## src/hdl/rv_core_pkg.sv

```systemverilog
`default_nettype none

package rv_core_pkg;

  // Data path and PC width
  localparam int XLEN       = 64;
  localparam int EXU_INFO_W = 15;

  // Group codes in bits 2..0 of the execute-info bus
  localparam logic [2:0] EXU_GRP_ALU = 3'b001;
  localparam logic [2:0] EXU_GRP_BJP = 3'b010;

  // ALU group, one-hot operation bits
  localparam int EXU_ALU_ADD    = 3;
  localparam int EXU_ALU_SUB    = 4;
  localparam int EXU_ALU_SLL    = 5;
  localparam int EXU_ALU_SLT    = 6;
  localparam int EXU_ALU_SLTU   = 7;
  localparam int EXU_ALU_XOR    = 8;
  localparam int EXU_ALU_SRL    = 9;
  localparam int EXU_ALU_SRA    = 10;
  localparam int EXU_ALU_OR     = 11;
  localparam int EXU_ALU_AND    = 12;
  localparam int EXU_ALU_LUI    = 13;
  localparam int EXU_ALU_EBREAK = 14;

  // Branch/jump group, bits 11..14 stay zero
  localparam int EXU_BJP_JAL  = 3;
  localparam int EXU_BJP_JALR = 4;
  localparam int EXU_BJP_BEQ  = 5;
  localparam int EXU_BJP_BNE  = 6;
  localparam int EXU_BJP_BLT  = 7;
  localparam int EXU_BJP_BGE  = 8;
  localparam int EXU_BJP_BLTU = 9;
  localparam int EXU_BJP_BGEU = 10;

  // Major opcodes
  localparam logic [6:0] OPC_OP     = 7'b0110011;
  localparam logic [6:0] OPC_OP_IMM = 7'b0010011;
  localparam logic [6:0] OPC_LOAD   = 7'b0000011;
  localparam logic [6:0] OPC_STORE  = 7'b0100011;
  localparam logic [6:0] OPC_BRANCH = 7'b1100011;
  localparam logic [6:0] OPC_JAL    = 7'b1101111;
  localparam logic [6:0] OPC_JALR   = 7'b1100111;
  localparam logic [6:0] OPC_LUI    = 7'b0110111;
  localparam logic [6:0] OPC_AUIPC  = 7'b0010111;
  localparam logic [6:0] OPC_SYSTEM = 7'b1110011;

endpackage

`default_nettype wire

```

## src/hdl/rv_idu.sv

```systemverilog
`timescale 1ns/1ps
`default_nettype none

module rv_idu (
  input  wire logic [31:0]                          inst_i,
  input  wire logic [rv_core_pkg::XLEN-1:0]         pc_i,
  input  wire logic [rv_core_pkg::XLEN-1:0]         rs1_data_i,
  input  wire logic [rv_core_pkg::XLEN-1:0]         rs2_data_i,
  output logic                                      rd_wr_en_o,
  output logic [4:0]                                rs1_idx_o,
  output logic [4:0]                                rs2_idx_o,
  output logic [4:0]                                rd_idx_o,
  output logic [rv_core_pkg::XLEN-1:0]              op1_o,
  output logic [rv_core_pkg::XLEN-1:0]              op2_o,
  output logic [rv_core_pkg::XLEN-1:0]              op1_jp_o,
  output logic [rv_core_pkg::XLEN-1:0]              op2_jp_o,
  output logic [rv_core_pkg::EXU_INFO_W-1:0]        exu_info_bus_o,
  output logic                                      invalid_inst_o
);

  logic [6:0] opcode;
  logic [2:0] funct3;
  logic [6:0] funct7;
  logic [5:0] funct6;
  logic is_op, is_op_imm, is_load, is_store, is_branch;
  logic is_jal, is_jalr, is_lui, is_auipc, is_system;
  logic add, sub, sll, slt, sltu, xor_r, srl, sra, or_r, and_r;
  logic addi, slli, slti, sltiu, xori, srli, srai, ori, andi;
  logic beq, bne, blt, bge, bltu, bgeu, jalr, ebreak;
  logic alu_op, bjp_op;
  logic [rv_core_pkg::XLEN-1:0] imm_i, imm_s, imm_b, imm_u, imm_j, imm;
  logic [rv_core_pkg::EXU_INFO_W-1:0] alu_info, bjp_info;

  assign opcode = inst_i[6:0];
  assign funct3 = inst_i[14:12];
  assign funct7 = inst_i[31:25];
  // RV64 shifts carry a 6-bit shamt, so only the top six bits qualify them
  assign funct6 = inst_i[31:26];

  assign rd_idx_o  = inst_i[11:7];
  assign rs1_idx_o = inst_i[19:15];
  assign rs2_idx_o = inst_i[24:20];

  // Opcode classes
  assign is_op     = opcode == rv_core_pkg::OPC_OP;
  assign is_op_imm = opcode == rv_core_pkg::OPC_OP_IMM;
  assign is_load   = opcode == rv_core_pkg::OPC_LOAD;
  assign is_store  = opcode == rv_core_pkg::OPC_STORE;
  assign is_branch = opcode == rv_core_pkg::OPC_BRANCH;
  assign is_jal    = opcode == rv_core_pkg::OPC_JAL;
  assign is_jalr   = opcode == rv_core_pkg::OPC_JALR;
  assign is_lui    = opcode == rv_core_pkg::OPC_LUI;
  assign is_auipc  = opcode == rv_core_pkg::OPC_AUIPC;
  assign is_system = opcode == rv_core_pkg::OPC_SYSTEM;

  // Immediates
  assign imm_i = {{52{inst_i[31]}}, inst_i[31:20]};
  assign imm_s = {{52{inst_i[31]}}, inst_i[31:25], inst_i[11:7]};
  assign imm_b = {{52{inst_i[31]}}, inst_i[7], inst_i[30:25], inst_i[11:8], 1'b0};
  assign imm_u = {{32{inst_i[31]}}, inst_i[31:12], 12'b0};
  assign imm_j = {{44{inst_i[31]}}, inst_i[19:12], inst_i[20], inst_i[30:21], 1'b0};

  // Register-register
  assign add   = is_op & (funct3 == 3'd0) & (funct7 == 7'h00);
  assign sub   = is_op & (funct3 == 3'd0) & (funct7 == 7'h20);
  assign sll   = is_op & (funct3 == 3'd1) & (funct7 == 7'h00);
  assign slt   = is_op & (funct3 == 3'd2) & (funct7 == 7'h00);
  assign sltu  = is_op & (funct3 == 3'd3) & (funct7 == 7'h00);
  assign xor_r = is_op & (funct3 == 3'd4) & (funct7 == 7'h00);
  assign srl   = is_op & (funct3 == 3'd5) & (funct7 == 7'h00);
  assign sra   = is_op & (funct3 == 3'd5) & (funct7 == 7'h20);
  assign or_r  = is_op & (funct3 == 3'd6) & (funct7 == 7'h00);
  assign and_r = is_op & (funct3 == 3'd7) & (funct7 == 7'h00);

  // Register-immediate
  assign addi  = is_op_imm & (funct3 == 3'd0);
  assign slli  = is_op_imm & (funct3 == 3'd1) & (funct6 == 6'h00);
  assign slti  = is_op_imm & (funct3 == 3'd2);
  assign sltiu = is_op_imm & (funct3 == 3'd3);
  assign xori  = is_op_imm & (funct3 == 3'd4);
  assign srli  = is_op_imm & (funct3 == 3'd5) & (funct6 == 6'h00);
  assign srai  = is_op_imm & (funct3 == 3'd5) & (funct6 == 6'h10);
  assign ori   = is_op_imm & (funct3 == 3'd6);
  assign andi  = is_op_imm & (funct3 == 3'd7);

  // Branches, jumps, system
  assign beq    = is_branch & (funct3 == 3'd0);
  assign bne    = is_branch & (funct3 == 3'd1);
  assign blt    = is_branch & (funct3 == 3'd4);
  assign bge    = is_branch & (funct3 == 3'd5);
  assign bltu   = is_branch & (funct3 == 3'd6);
  assign bgeu   = is_branch & (funct3 == 3'd7);
  assign jalr   = is_jalr & (funct3 == 3'd0);
  assign ebreak = is_system & (inst_i[31:7] == 25'h0002000);

  assign alu_op = add | sub | sll | slt | sltu | xor_r | srl | sra | or_r | and_r |
                  addi | slli | slti | sltiu | xori | srli | srai | ori | andi |
                  is_lui | is_auipc | ebreak;
  assign bjp_op = beq | bne | blt | bge | bltu | bgeu | is_jal | jalr;

  // Loads and stores land here too, there is no LSU behind this decoder
  assign invalid_inst_o = ~(alu_op | bjp_op);

  assign rd_wr_en_o = (rd_idx_o != 5'd0) & ((alu_op & ~ebreak) | is_jal | jalr);

  assign imm = ({64{is_op_imm | is_load | jalr}} & imm_i) |
               ({64{is_store}}             & imm_s) |
               ({64{is_branch}}            & imm_b) |
               ({64{is_jal}}               & imm_j) |
               ({64{is_lui | is_auipc}}    & imm_u);

  // Operand selection
  assign op1_o = ({64{is_op | is_op_imm | is_load | is_store | is_branch}} & rs1_data_i) |
                 ({64{is_auipc | is_jal | jalr}} & pc_i);
  assign op2_o = ({64{is_op | is_branch}} & rs2_data_i) |
                 ({64{is_op_imm | is_load | is_store | is_lui | is_auipc}} & imm) |
                 ({64{is_jal | jalr}} & 64'd4);

  // Jump target operands
  assign op1_jp_o = ({64{jalr}} & rs1_data_i) | ({64{is_branch | is_jal}} & pc_i);
  assign op2_jp_o = {64{is_branch | is_jal | jalr}} & imm;

  always_comb begin
    alu_info = '0;
    alu_info[2:0] = rv_core_pkg::EXU_GRP_ALU;
    alu_info[rv_core_pkg::EXU_ALU_ADD]    = add | addi | is_auipc;
    alu_info[rv_core_pkg::EXU_ALU_SUB]    = sub;
    alu_info[rv_core_pkg::EXU_ALU_SLL]    = sll | slli;
    alu_info[rv_core_pkg::EXU_ALU_SLT]    = slt | slti;
    alu_info[rv_core_pkg::EXU_ALU_SLTU]   = sltu | sltiu;
    alu_info[rv_core_pkg::EXU_ALU_XOR]    = xor_r | xori;
    alu_info[rv_core_pkg::EXU_ALU_SRL]    = srl | srli;
    alu_info[rv_core_pkg::EXU_ALU_SRA]    = sra | srai;
    alu_info[rv_core_pkg::EXU_ALU_OR]     = or_r | ori;
    alu_info[rv_core_pkg::EXU_ALU_AND]    = and_r | andi;
    alu_info[rv_core_pkg::EXU_ALU_LUI]    = is_lui;
    alu_info[rv_core_pkg::EXU_ALU_EBREAK] = ebreak;
  end

  always_comb begin
    bjp_info = '0;
    bjp_info[2:0] = rv_core_pkg::EXU_GRP_BJP;
    bjp_info[rv_core_pkg::EXU_BJP_JAL]  = is_jal;
    bjp_info[rv_core_pkg::EXU_BJP_JALR] = jalr;
    bjp_info[rv_core_pkg::EXU_BJP_BEQ]  = beq;
    bjp_info[rv_core_pkg::EXU_BJP_BNE]  = bne;
    bjp_info[rv_core_pkg::EXU_BJP_BLT]  = blt;
    bjp_info[rv_core_pkg::EXU_BJP_BGE]  = bge;
    bjp_info[rv_core_pkg::EXU_BJP_BLTU] = bltu;
    bjp_info[rv_core_pkg::EXU_BJP_BGEU] = bgeu;
  end

  // Zero bus for anything invalid
  assign exu_info_bus_o = ({rv_core_pkg::EXU_INFO_W{alu_op}} & alu_info) |
                          ({rv_core_pkg::EXU_INFO_W{bjp_op}} & bjp_info);

endmodule

`default_nettype wire

```

## config.mk

```make
export PLATFORM = sky130hd
export DESIGN_NAME = rv_idu
export DESIGN_NICKNAME = d
export VERILOG_FILES = /design/src/hdl/rv_core_pkg.sv /design/src/hdl/rv_idu.sv
export SDC_FILE = /design/constraint.sdc
export NUM_CORES = 1
export LEC_CHECK = 0
export BUFFER_PORTS_ARGS = -buffer_cell sky130_fd_sc_hd__buf_2
export CAP_MARGIN = 0
export CORE_AREA = 10 10 193 195
export DETAILED_ROUTE_END_ITERATION = 16
export DIE_AREA = 0 0 203 205
export PLACE_DENSITY_LB_ADDON = 0.1
export REMOVE_ABC_BUFFERS = 1
export SYNTH_ARGS = -nofsm -noshare
export SYNTH_HDL_FRONTEND = slang
export SYNTH_SLANG_ARGS = --single-unit
export TNS_END_PERCENT = 20
```

## constraint.sdc

```tcl
create_clock -name vclk -period 5.3
set_input_delay 0.53 -clock vclk [all_inputs]
set_output_delay 0.53 -clock vclk [all_outputs]
set_load 0.01 [all_outputs]
```

==> results of run 1 <==
==> worst paths after layout <==
check,from,to,cells after the start
hold / removal,inst_i[8],rd_idx_o[1],2
setup / recovery,inst_i[6],op1_jp_o[5],7
==> power breakdown <==
part	internal (W)	switching [W]
Sequential	0	0
Clock	0.000000000153	0
Combinational	0.000109	0.000143
==> final cells by class <==
cell class | count | area (um^2) | area share
inverter | 4 | 15.01 | 0.002539
antenna | 6 | 15.01 | 0.002539
multi-input combinational | 352 | 2656 | 0.4491
timing repair buffer | 524 | 2668 | 0.4510
tap | 448 | 560.5 | 0.09477
==> layout by cell type (no fill, tap or decap), types with 3 or more instances in the layout <==
cell,count
a32oi_1,3
a21o_1,35
and2_1,6
diode_2,6
a31oi_1,3
nor2_1,31
nand2_1,29
nor3_1,8
a22oi_1,5
inv_1,4
a22o_1,135
a221o_1,18
a21oi_1,14
nand3_1,6
o21ai_0,5
buf_2,511
buf_4,12
==> layer usage <==
layer / vias to the layer above / share of wire / GRT usage
met1: 2591 / 0.38 / 0.1433
met4: 0 / 0.017 / 0.03144
met2: 335 / 0.51 / 0.2521
met3: 22 / 0.096 / 0.04754
met5: - / 0 / 0
li1: 2619 / - / -
==> kinds of logic (layout without fill, tap and decap cells) <==
group,Yosys count,in the layout,synth area share
compound gates,235,235,0.6002
xor+xnor,2,2,0.005282
buf+inv,108,528,0.2082
other cells,1,7,0.001131
simple gates,114,114,0.1852
==> stage by stage <==
step                      setup slack (ps)  setup TNS [ps]
after global routing                  1519               0
after CTS                             1695               0
after floorplan                     -598.0          -19730
after global placement                1659               0
final                                 1653               0
after detailed placement              1684               0
==> reports/qor.yml, run 1 <==
timing:
  fin_crit_ps: 3647
  report.final.slew_viol_count: 0
  hold_violations: 0
  fmax_ghz: 0.2742
  rsz0062_at_grt: "no"
  finalSetupViolCount: 0
  tightest_slew_ps: 1156
  fin_hold_ws_ps: 1326
  slew_headroom: 0.2230
  period_share: 0.6880
logic_synthesis:
  yosysTopAreaCell: "a22o_1"
  yosysSeqAreaShare: 0
  avgSynthCellArea_um2: 7.211
  syn-cell-area_mm2: 0.003317
  synth_top_cell_area_share: 0.3565
  ys_top_cells_by_area: "a22o_1 (36%), buf_4 (12%), a21o_1 (7.9%)"
  synth_commonest_cells: "a22o_1 (135), buf_4 (51), a21o_1 (35), nor2_1 (31), nand2_1 (29)"
  ys_warn_count: 0
  synthCells: 460
  yosys.cell_count.top_type: "a22o_1"
  ys_types: 63
detailed_routing:
  drt-initial-drc-count: 189
  vias: 5567
  drt-pass1-iter-count: 4
  via_per_inst: 4.173
  totalWireLength_um: 31490
  final_antenna_net_count: 0
  drc_errors: 0
  wire_per_inst_um: 23.60
critical_path:
  path_max_fanout: 64
  path_cells: "buf_2 > and3b_1 > nand3_1 > nor2_4 > buf_4 > a22o_1 > buf_2"
  worst_path_most_repeated_cell: "buf_2"
  crit_family: "simple AND/OR/NAND/NOR gates"
  cp-start-kind: "input pin"
  cp.required_ps: 4770
  crit_buf_inv: 3
  endpoint_kind: "primary output"
  cp_slowest_cell: "buf_4"
  critPathMaxStageDelay_ps: 580
  path_class: "input pin to primary output"
  arrival_ps: 3120
global_routing:
  grt_usage: 0.1356
  overflow: 0
  grt_max_degree: 68
  grt_pass1_vias: 6085
  grt_pass1_wl_um: 43280
  antenna_found_initial: 10
final_layout:
  n_sequential_cell: 0
  seq_area_um2: 0
  nNetsFinal: 1106
  nFillCells: 3918
  area_growth_syn_to_layout_pct: 78.31
  final_cell_count_no_fill: 1334
  final_layout_size_suffix_gt1_frac: 0.6193
  clockBufferCount: 0
  fin_util: 0.1777
  design_area_mm2: 0.005914
place:
  dp_hpwl_um: 27350
  io_buffers: 511
  dp_cells: 1328
  placed_cell_area_mm2: 0.005899
  place.gp.congestion: 0.7946
floorplan:
  core_mm2: 0.03328
  io_pins: 512
  initial_core_util: 0.09967
  die_w_um: 203
  row_count: 67
  die_area_mm2: 0.04162
  die_y_um: 205
pwr:
  ir_drop_mv: 0.02465
  total_power_w: 0.0002524
  powerDensity_mw_per_mm2: 42.68
  p_leak_nw: 3.735
clocking:
  cts-resized-gates: 0
  cts_setup_buffers: 0
  cts_hold_buf: 0
run_status:
  status: "finished clean"
job:
  drv_cap: 0
hold_path:
  hp-class: "input pin to primary output"
Power figures use the tool's default switching activity.
==> inputs of run 2 (changes only) <==
- clock period: 5.3 -> 3.8 ns (I/O delays scaled with it)
==> reports/qor.yml, run 2 (synthesis gave the netlist of run 1 again) <==
place:
  io_buffers: 511  # unchanged
  dp_cells: 1327  # -0.075%
  place.gp.congestion: 0.7877  # -0.87%
  post-place-ws_ps: 698.4  # -985.3 ps
  dp_hpwl_um: 27020  # -1.2%
final_layout:
  nNetsFinal: 1105  # -0.090%
  final_layout_size_suffix_gt1_frac: 0.6189  # about the same
  clockBufferCount: 0  # unchanged
  nFillCells: 3932  # +0.36%
  multi_input_area_mm2: 0.002656  # unchanged
  layout_commonest_cell: "buf_2"
  fin_util: 0.1788  # +0.001128
  seq_area_um2: 0  # unchanged
  layout_common_cells: "buf_2 (511), a22o_1 (135), a21o_1 (35)"
  n_sequential_cell: 0  # unchanged
  area_growth_syn_to_layout_pct: 79.44
  final_cell_count_no_fill: 1331  # -0.22%
critical_path:
  path_class: "input pin to primary output"
  endpoint: "op1_o[42]"
  cp.required_ps: 3420  # -1350 ps
  path_max_fanout: 64  # unchanged
  cp-start-kind: "input pin"
  setup.worst_path.start: "inst_i[3]"
  endpoint_kind: "primary output"
  arrival_ps: 2690  # -430 ps
clocking:
  cts-resized-gates: 0  # unchanged
  cts_setup_buffers: 0  # unchanged
  cts_hold_buf: 0  # unchanged
hold_path:
  hp-class: "input pin to primary output"
global_routing:
  grt_max_degree: 68  # unchanged
  grt_pass1_vias: 5981  # -1.7%
  overflow: 0  # unchanged
  antenna_found_initial: 11  # +1
  grt_usage: 0.1362  # +0.0005983
  grt_pass1_wl_um: 43540  # +0.59%
timing:
  slew_headroom: 0.4685  # +0.2455
  fmax_ghz: 0.3261
  hold_violations: 0  # unchanged
  rsz0062_at_grt: "no"
  final.setup.worst_slack_ps: 733.8  # -919.7 ps
  report.final.slew_viol_count: 0  # unchanged
  tightest_slew_ps: 791.2  # -364.5 ps
  finalSetupViolCount: 0  # unchanged
  period_share: 0.8069
  fin_crit_ps: 3066
detailed_routing:
  wire_per_inst_um: 23.74  # +0.59%
  totalWireLength_um: 31600  # +0.37%
  via_per_inst: 4.216  # +1.0%
  vias: 5611  # +0.79%
  final_antenna_net_count: 0  # unchanged
  drc_errors: 0  # unchanged
  drt-initial-drc-count: 229  # +21%
  drt-pass1-iter-count: 4  # unchanged
job:
  drv_cap: 0  # unchanged
floorplan:
  core_mm2: 0.03328  # unchanged
  row_count: 67  # unchanged
  die_area_mm2: 0.04162  # unchanged
  io_pins: 512  # unchanged
  initial_core_util: 0.09967  # unchanged
  die_y_um: 205  # unchanged
  die_w_um: 203  # unchanged
pwr:
  p_leak_nw: 3.738  # about the same
  ir_drop_mv: 0.03406  # +38%
  powerDensity_mw_per_mm2: 59.57  # +40%
  total_power_w: 0.0003545  # +40%
run_status:
  status: "finished clean"
-- run 2: changes by cell type in the layout (fill, tap and decap cells not counted), sizes merged --
cell / before / now
diode: 6 / 4
buf: 524 / 523
-- run 2: metrics by stage --
step / hold WS (ps) / TNS, ps / cell area [um^2]
6_report: 1016 / 0 / 5952
5_1_grt: 1033 / 0 / 5949
4_1_cts: 1026 / 0 / 5942
3_5_place_dp: 1025 / 0 / 5942
3_3_place_gp: 1033 / 0 / 5942
2_1_floorplan: 760.0 / -61100 / 2641
-- run 2: cell type report --
type	count	share of cell area
Multi-Input combinational cell	352	0.4463
Inverter	4	0.002523
Antenna cell	4	0.001682
Timing Repair Buffer	523	0.4553
Tap cell	448	0.09418
-- run 2: how the worst min path moves through the flow --
| stage | startpoint | to | slack (ps) | cells past startpoint |
|---|---|---|---|---|
| after global routing | inst_i[17] | rs1_idx_o[2] | 1030 | 2 |
| after floorplan | inst_i[7] | rd_idx_o[0] | 760 | 0 |
| after global placement | inst_i[19] | rs1_idx_o[4] | 1030 | 2 |
| final | inst_i[17] | rs1_idx_o[2] | 1020 | 2 |
| after detailed placement | inst_i[17] | rs1_idx_o[2] | 1030 | 2 |
| after CTS | inst_i[17] | rs1_idx_o[2] | 1030 | 2 |
-- run 2: worst max-delay path: stages --
cell and delay (ps):
buf_2 190, nand4bb_2 520, nor3_2 650, or2_2 250, buf_12 270, a22o_1 220, buf_2 140
-- run 2: where the power goes --
group	switching, W	internal (W)
Clock	0	0.000000000142
Sequential	0	0
Combinational	0.000202	0.000153
Total	0.000202	0.000153
-- run 2: metal layers --
metal / vias to the layer above / global-route usage / share of wire
met2: 339 / 0.2615 / 0.52
li1: 2611 / - / -
met4: 2 / 0.01092 / 0.0097
met1: 2639 / 0.1441 / 0.38
met3: 20 / 0.04881 / 0.098
met5: - / 0 / 0.00041
